===== src/rtl/filter_pkg.sv =====
package filter_pkg;

  localparam int PIX_W    = 8;
  localparam int IMG_COLS = 16;
  localparam int IMG_ROWS = 12;
  localparam int WIN      = 3;
  localparam int SUM_W    = 12; // Holds nine times the largest pixel

  typedef logic [PIX_W-1:0] pixel_t;
  typedef logic [SUM_W-1:0] sum_t;
  typedef logic [3:0]       col_t;
  typedef logic [3:0]       row_t;

  // Element 0 is the oldest row and element WIN-1 the current pixel
  typedef pixel_t [WIN-1:0] column_t;

  typedef enum logic [1:0] {
    IN_IDLE,
    IN_ACK,
    IN_WAIT_LOW
  } in_state_t;

  typedef enum logic [1:0] {
    OUT_IDLE,
    OUT_REQ,
    OUT_WAIT_LOW
  } out_state_t;

endpackage

===== src/rtl/scan_if.sv =====
`timescale 1ns/100ps

interface scan_if;
  import filter_pkg::*;

  column_t column; // One pixel for each window row
  logic    shift;  // High for one cycle per accepted pixel
  logic    win_ok;
  logic    last;
  logic    busy;   // A sum is pending on the output side

  modport src (
    output column,
    output shift,
    output win_ok,
    output last,
    input  busy
  );

  modport row (input column, input shift);

  modport sink (
    input  shift,
    input  win_ok,
    input  last,
    output busy
  );
endinterface


===== src/rtl/box_filter_top.sv =====
`timescale 1ns/100ps

module box_filter_top (
  input  logic               clk,
  input  logic               rst_n,
  input  logic               frame_clear_i,
  input  logic               in_req_i,
  input  filter_pkg::pixel_t in_pix_i,
  output logic               in_ack_o,
  input  logic               out_ack_i,
  output logic               out_req_o,
  output filter_pkg::sum_t   out_sum_o,
  output logic               out_last_o
);
  import filter_pkg::*;

  scan_if  scan ();
  column_t taps [WIN]; // One row of window taps per instance

  line_buffer u_line_buffer (
    .clk           (clk),
    .rst_n         (rst_n),
    .frame_clear_i (frame_clear_i),
    .in_req_i      (in_req_i),
    .in_pix_i      (in_pix_i),
    .in_ack_o      (in_ack_o),
    .scan          (scan.src)
  );

  // Row r of the window takes element r of the column, oldest row first
  for (genvar r = 0; r < WIN; r++) begin : g_row
    window_row u_window_row (
      .clk        (clk),
      .rst_n      (rst_n),
      .pixel_in_i (scan.column[r]),
      .scan       (scan.row),
      .taps_o     (taps[r])
    );
  end

  window_sum u_window_sum (
    .clk        (clk),
    .rst_n      (rst_n),
    .taps_i     (taps),
    .scan       (scan.sink),
    .out_ack_i  (out_ack_i),
    .out_sum_o  (out_sum_o),
    .out_last_o (out_last_o),
    .out_req_o  (out_req_o)
  );

endmodule


===== src/rtl/window_sum.sv =====
`timescale 1ns/100ps

module window_sum (
  input  logic                clk,
  input  logic                rst_n,
  input  filter_pkg::column_t taps_i [filter_pkg::WIN],
  scan_if.sink                scan,
  input  logic                out_ack_i,
  output filter_pkg::sum_t    out_sum_o,
  output logic                out_last_o,
  output logic                out_req_o
);
  import filter_pkg::*;

  out_state_t state_q;
  logic       pend_q;      // Taps advanced on the last edge and hold a full window
  logic       pend_last_q;
  sum_t       row_sum [WIN];
  sum_t       win_sum;

  // First level adds along each row, second level adds the row sums
  always_comb begin
    for (int r = 0; r < WIN; r++) begin
      row_sum[r] = '0;
      for (int t = 0; t < WIN; t++) begin
        row_sum[r] = row_sum[r] + sum_t'(taps_i[r][t]);
      end
    end
    win_sum = '0;
    for (int r = 0; r < WIN; r++) begin
      win_sum = win_sum + row_sum[r];
    end
  end

  always_ff @(posedge clk or negedge rst_n) begin
    if (!rst_n) begin
      pend_q      <= 1'b0;
      pend_last_q <= 1'b0;
    end else begin
      pend_q      <= scan.shift && scan.win_ok;
      pend_last_q <= scan.last;
    end
  end

  always_ff @(posedge clk or negedge rst_n) begin
    if (!rst_n) begin
      state_q    <= OUT_IDLE;
      out_last_o <= 1'b0;
    end else begin
      case (state_q)
        OUT_IDLE: begin
          if (pend_q) begin
            state_q    <= OUT_REQ;
            out_last_o <= pend_last_q;
          end
        end
        OUT_REQ: begin
          if (out_ack_i) begin
            state_q <= OUT_WAIT_LOW;
          end
        end
        OUT_WAIT_LOW: begin
          if (!out_ack_i) begin
            state_q    <= OUT_IDLE;
            out_last_o <= 1'b0;
          end
        end
        default: begin
          state_q <= OUT_IDLE;
        end
      endcase
    end
  end

  always_ff @(posedge clk) begin
    if ((state_q == OUT_IDLE) && pend_q) begin
      out_sum_o <= win_sum; // Held stable through the whole handshake
    end
  end

  assign out_req_o = (state_q == OUT_REQ);

  // Raised straight from the shift so the input side cannot slip in another pixel
  assign scan.busy = (scan.shift && scan.win_ok) || pend_q || (state_q != OUT_IDLE);

endmodule


===== src/rtl/window_row.sv =====
`timescale 1ns/100ps

module window_row (
  input  logic                clk,
  input  logic                rst_n,
  input  filter_pkg::pixel_t  pixel_in_i,
  scan_if.row                 scan,
  output filter_pkg::column_t taps_o
);
  import filter_pkg::*;

  // Tap 0 is the leftmost pixel of the window, tap WIN-1 the newest
  always_ff @(posedge clk or negedge rst_n) begin
    if (!rst_n) begin
      taps_o <= '0;
    end else if (scan.shift) begin
      for (int t = 0; t < WIN-1; t++) begin
        taps_o[t] <= taps_o[t+1];
      end
      taps_o[WIN-1] <= pixel_in_i;
    end
  end

endmodule


===== src/rtl/line_buffer.sv =====
`timescale 1ns/100ps

module line_buffer (
  input  logic               clk,
  input  logic               rst_n,
  input  logic               frame_clear_i,
  input  logic               in_req_i,
  input  filter_pkg::pixel_t in_pix_i,
  output logic               in_ack_o,
  scan_if.src                scan
);
  import filter_pkg::*;

  in_state_t state_q;
  col_t      col_q;
  row_t      row_q;
  pixel_t    line_mem_q [WIN-1][IMG_COLS]; // Entry 0 holds the older of the two rows
  logic      accept;
  logic      col_end;
  logic      row_end;

  // Frame clear wins over a pending request on the same edge
  assign accept  = in_req_i && (state_q == IN_IDLE) && !scan.busy && !frame_clear_i;
  assign col_end = (col_q == col_t'(IMG_COLS - 1));
  assign row_end = (row_q == row_t'(IMG_ROWS - 1));

  assign in_ack_o   = (state_q != IN_IDLE);
  assign scan.shift = (state_q == IN_ACK); // Only the first cycle of the acknowledge

  always_ff @(posedge clk or negedge rst_n) begin
    if (!rst_n) begin
      state_q <= IN_IDLE;
    end else begin
      case (state_q)
        IN_IDLE: begin
          if (accept) begin
            state_q <= IN_ACK;
          end
        end
        IN_ACK: begin
          state_q <= IN_WAIT_LOW;
        end
        IN_WAIT_LOW: begin
          if (!in_req_i) begin
            state_q <= IN_IDLE; // Acknowledge drops once the source lets go
          end
        end
        default: begin
          state_q <= IN_IDLE;
        end
      endcase
    end
  end

  always_ff @(posedge clk or negedge rst_n) begin
    if (!rst_n) begin
      col_q <= '0;
      row_q <= '0;
    end else if (frame_clear_i) begin
      col_q <= '0;
      row_q <= '0;
    end else if (accept) begin
      if (col_end) begin
        col_q <= '0;
        row_q <= row_end ? '0 : row_q + 1'b1; // Wraps at the end of the frame
      end else begin
        col_q <= col_q + 1'b1;
      end
    end
  end

  // The older rows at this column are read out before the new pixel pushes them up
  always_ff @(posedge clk or negedge rst_n) begin
    if (!rst_n) begin
      for (int k = 0; k < WIN-1; k++) begin
        for (int c = 0; c < IMG_COLS; c++) begin
          line_mem_q[k][c] <= '0;
        end
      end
      scan.column <= '0;
      scan.win_ok <= 1'b0;
      scan.last   <= 1'b0;
    end else if (accept) begin
      for (int k = 0; k < WIN-1; k++) begin
        scan.column[k] <= line_mem_q[k][col_q];
      end
      for (int k = 0; k < WIN-2; k++) begin
        line_mem_q[k][col_q] <= line_mem_q[k+1][col_q];
      end
      line_mem_q[WIN-2][col_q] <= in_pix_i;
      scan.column[WIN-1]       <= in_pix_i;

      // Window is complete once two full rows and two columns lie behind this pixel
      scan.win_ok <= (row_q >= row_t'(WIN - 1)) && (col_q >= col_t'(WIN - 1));
      scan.last   <= row_end && col_end;
    end
  end

endmodule


===== config.mk =====
export PLATFORM = sky130hd
export DESIGN_NAME = box_filter_top
export DESIGN_NICKNAME = d
export VERILOG_FILES = /design/src/rtl/filter_pkg.sv /design/src/rtl/scan_if.sv /design/src/rtl/box_filter_top.sv /design/src/rtl/window_sum.sv /design/src/rtl/window_row.sv /design/src/rtl/line_buffer.sv
export SDC_FILE = /design/constraint.sdc
export NUM_CORES = 1
export LEC_CHECK = 0
export ABC_CLOCK_PERIOD_IN_PS = 4300
export BUFFER_PORTS_ARGS = -buffer_cell sky130_fd_sc_hd__buf_2
export CORE_UTILIZATION = 54
export DETAILED_ROUTE_END_ITERATION = 7
export PLACE_DENSITY = 0.69
export SYNTH_ARGS = -nofsm -noshare
export SYNTH_HDL_FRONTEND = slang
export SYNTH_HIERARCHICAL = 1
export SYNTH_SLANG_ARGS = --single-unit

===== constraint.sdc =====
create_clock -name clk -period 4.3 [get_ports clk]
set_clock_uncertainty 0.15 [all_clocks]
set_input_delay 0.43 -clock clk [delete_from_list [all_inputs] [get_ports clk]]
set_output_delay 0.43 -clock clk [all_outputs]
set_load 0.1 [all_outputs]

==> results.yml <==
sta:
  period_needed_ns: 4.11
  final.period_utilization_pct: 95.5
  hold-worst-slack_ns: 0.0464
  max_slew_violation_count: 0
  worst-slew-pin-transition_ns: 1.23
  max_slew_margin_pct: 17.6
  finalSetupViolations: 0
  rsz0062_at_grt: "false"
  count_of_final_hold_check_violations: 0
  achievable-frequency_mhz: 243
  fin_tns_setup_ns: 0
synth:
  synth_nets: 1400
  syn_area_per_cell_um2: 14.1
  yosys.area.top_type: "dfrtp_1"
  synthCells: 1314
  post_synth_most_frequent_cells: "369 x dfrtp_1, 225 x mux2_2, 109 x nand2_1"
  synth-edff-count: 12
  synth-main-ff-cell: "dfrtp_1"
  synth_warnings: 6
  synth_most_common_cell: "dfrtp_1"
  seq_area_frac_synth_pct: 51.8
  synth_top_area_share_pct: 49.8
  synth.area.top_cells: "dfrtp_1 50%, mux2_2 14%, fa_1 5.8%"
  async_reset_ff_share_pct: 96.9
  synth_seq_cells: 381
  post_synth_num_cell_types: 62
  post_synth_instance_area_um2: 18500
cts:
  tritoncts.num_buffers: 42
  clock-root-buffer: "clkbuf_16"
  clock-sinks: 381
  clk_latency_ns: 0.54
  cts-htree-levels: 2
  tritoncts: "built"
  path_clk_slew_ns: 0.06
  cts_buffer_depth: 3
setup_path:
  critical_path.top_delay_family: "adder cells"
  cp_num_buf_inv: 0
  critical_path.endpoint_type: "flop"
  critical-path-max-stage-delay_ns: 0.57
  worstSetupStartpointType: "flop"
  critical_path.reg2reg.endpoint: "u_window_sum/out_sum_o[10]"
  crit-reg2reg-launch: "g_row[0].u_window_row/taps_o[2]"
  reg2reg_depth: 10
  rrSetupSlack_ns: 0.19
  worst-setup-path-type: "flop to flop"
  timing.critical_path.mode_cell: "fa_1"
  path_max_fanout: 2
  worstSetupPathDepth: 10
  critical_path_required_ns: 4.42
  startpoint: "g_row[0].u_window_row/taps_o[2]"
  critical_path.endpoint: "u_window_sum/out_sum_o[10]"
  critical_path_cell_by_cell: "fa_1 -> fa_1 -> fa_1 -> fa_1 -> ha_1 -> fa_2 -> a21oi_2 -> o2bb2ai_2 -> o41ai_2 -> xnor2_1"
  critical_path_arrival_ns: 4.23
  cp_slowest_cell: "fa_1"
placement:
  post-dp-hpwl_um: 25600
  portBuffers: 27
  place.detailed.instances: 1744
  gp_congestion: 0.808
outcome:
  outcome: "finished clean"
die:
  i_o_pin_total: 28
  dieHeight_um: 187
  dieWidth_um: 187
  core_um2: 33600
  die_footprint_um2: 35100
  placement_rows: 67
  effective_utilization_at_floorplan_pct: 55.1
finish:
  nFillCells: 2562
  post_route_insts_no_fill: 1821
  flow.area_growth_from_synthesis_pct: 10.3
  multi_input_comb_area_um2: 8160
  final_nets: 1429
  final_layout_size_suffix_gt1_share_pct: 35.1
  area.sequential_um2: 9600
drt:
  drt-total-wl_um: 39500
  drt.antenna.violating_nets: 0
  first_pass_iters: 5
  wl_met2_um: 18800
  routed-via-count: 10500
  highest-signal-layer: "met4"
  route.detailed.vias_per_inst: 5.77
  drt_iter0_markers: 675
  route.met3.wl_um: 1780
  remaining_drc_errors: 0
  routedLengthMet1_um: 17900
  route.detailed.wl_per_inst_um: 21.7
global_routing:
  track_usage_pct: 23.6
  grt_first_pass_wirelength_um: 63700
  grt_max_degree: 125
  first_global_vias: 11000
  grt_antenna_before_repair: 1
  overflow: 0
worst_hold_path:
  holdCritPathClass: "input port to flop"
run:
  max_cap_viol_count: 0
state kept, by name, summed over array words and instances, names as in the netlist:
name / flops
g_row.u_window_row/taps_o: 72
u_line_buffer/col_q: 4
u_line_buffer/line_mem_q: 256
u_line_buffer/row_q: 4
u_line_buffer/scan.column: 24
u_line_buffer/scan.last: 1
u_line_buffer/scan.win_ok: 1
u_line_buffer/state_q: 2
u_window_sum/out_last_o: 1
u_window_sum/out_sum_o: 12
u_window_sum/pend_last_q: 1
u_window_sum/pend_q: 1
u_window_sum/state_q: 2
cell type report:
cell class	instances	share of cell area [%]
clock buffers	64	6.14
clock inverters	9	0.502
well taps	448	2.74
diodes	1	0.0122
multi-input cells	777	39.9
inverters	83	1.52
repair buffers	58	2.24
flip-flops and latches	381	47.0
routing by layer:
metal  vias up  GRT usage, %
li1       4700             -
met1      5492          34.2
met2       244          36.9
met3        71          3.41
met4         0          7.50
met5         -             0
worst min-delay path by stage:
stage / endpoint / slack (ns) / cells past startpoint / from
detailed placement: u_window_sum/pend_last_q / 0.29 / 0 / u_line_buffer/scan.last
floorplan: g_row[0].u_window_row/taps_o[0] / -0.02 / 0 / rst_n
CTS: u_line_buffer/state_q[1] / 0.03 / 3 / in_req_i
finish: u_line_buffer/state_q[1] / 0.05 / 3 / in_req_i
global placement: u_window_sum/pend_last_q / 0.29 / 0 / u_line_buffer/scan.last
global route: u_line_buffer/state_q[1] / 0.06 / 3 / in_req_i
through the flow:
step	utilization, %	setup slack (ns)	instance area [um^2]
3_5_place_dp	56.7	0.0704	19100
5_1_grt	60.8	0.0246	20400
3_3_place_gp	56.7	0.123	19100
2_1_floorplan	-	0.264	18500
6_report	60.8	0.193	20400
4_1_cts	60.8	0.0581	20400
layout by cell type, fill, tap and decap left out, drive strengths merged, types with 4 or more instances in the layout:
cell / synthesis / final
dfrtp: 369 / 369
mux2: 288 / 288
nand2: 115 / 115
inv: 82 / 84
clkbuf: 33 / 64
buf: 40 / 56
fa: 54 / 54
mux4: 48 / 48
o21ai: 45 / 45
mux2i: 40 / 40
and3: 24 / 24
ha: 19 / 19
a21oi: 18 / 18
a22oi: 16 / 16
nor2: 14 / 14
edfxtp: 12 / 12
o31ai: 10 / 10
nand3: 10 / 10
o22ai: 9 / 9
a221oi: 8 / 8
clkinv: 1 / 7
nor2b: 6 / 6
xnor2: 5 / 5
nor3b: 5 / 5
nand2b: 4 / 4
and2: 4 / 4
kinds of logic (layout without fill, tap and decap cells):
family                     after synthesis  after routing  synth area share, %
and+or+nand+nor                        200            200                 5.48
other                                    0              1                    0
buffers and inverters                  156            214                 4.30
xor gates and xnor gates                 7              7                0.331
muxes                                  376            376                 26.8
DFF                                    381            381                 51.8
adders and majority gates               73             73                 7.12
AOI/OAI and AO/OA                      121            121                 4.21
timing repair:
action,in CTS,in global routing
endpoints found under the setup margin,0,1
endpoints found under the hold margin,119,0
hold buffers,2,0
buffers inserted,0,1
gates resized for setup,0,2
worst min-delay path, stage by stage:
cell,delay [ns]
buf_2,0.12
nand3b_1,0.08
nand2b_1,0.05
Power is not shown: default switching activity piles up to over one toggle a cycle in this logic, so the estimate is an artifact.
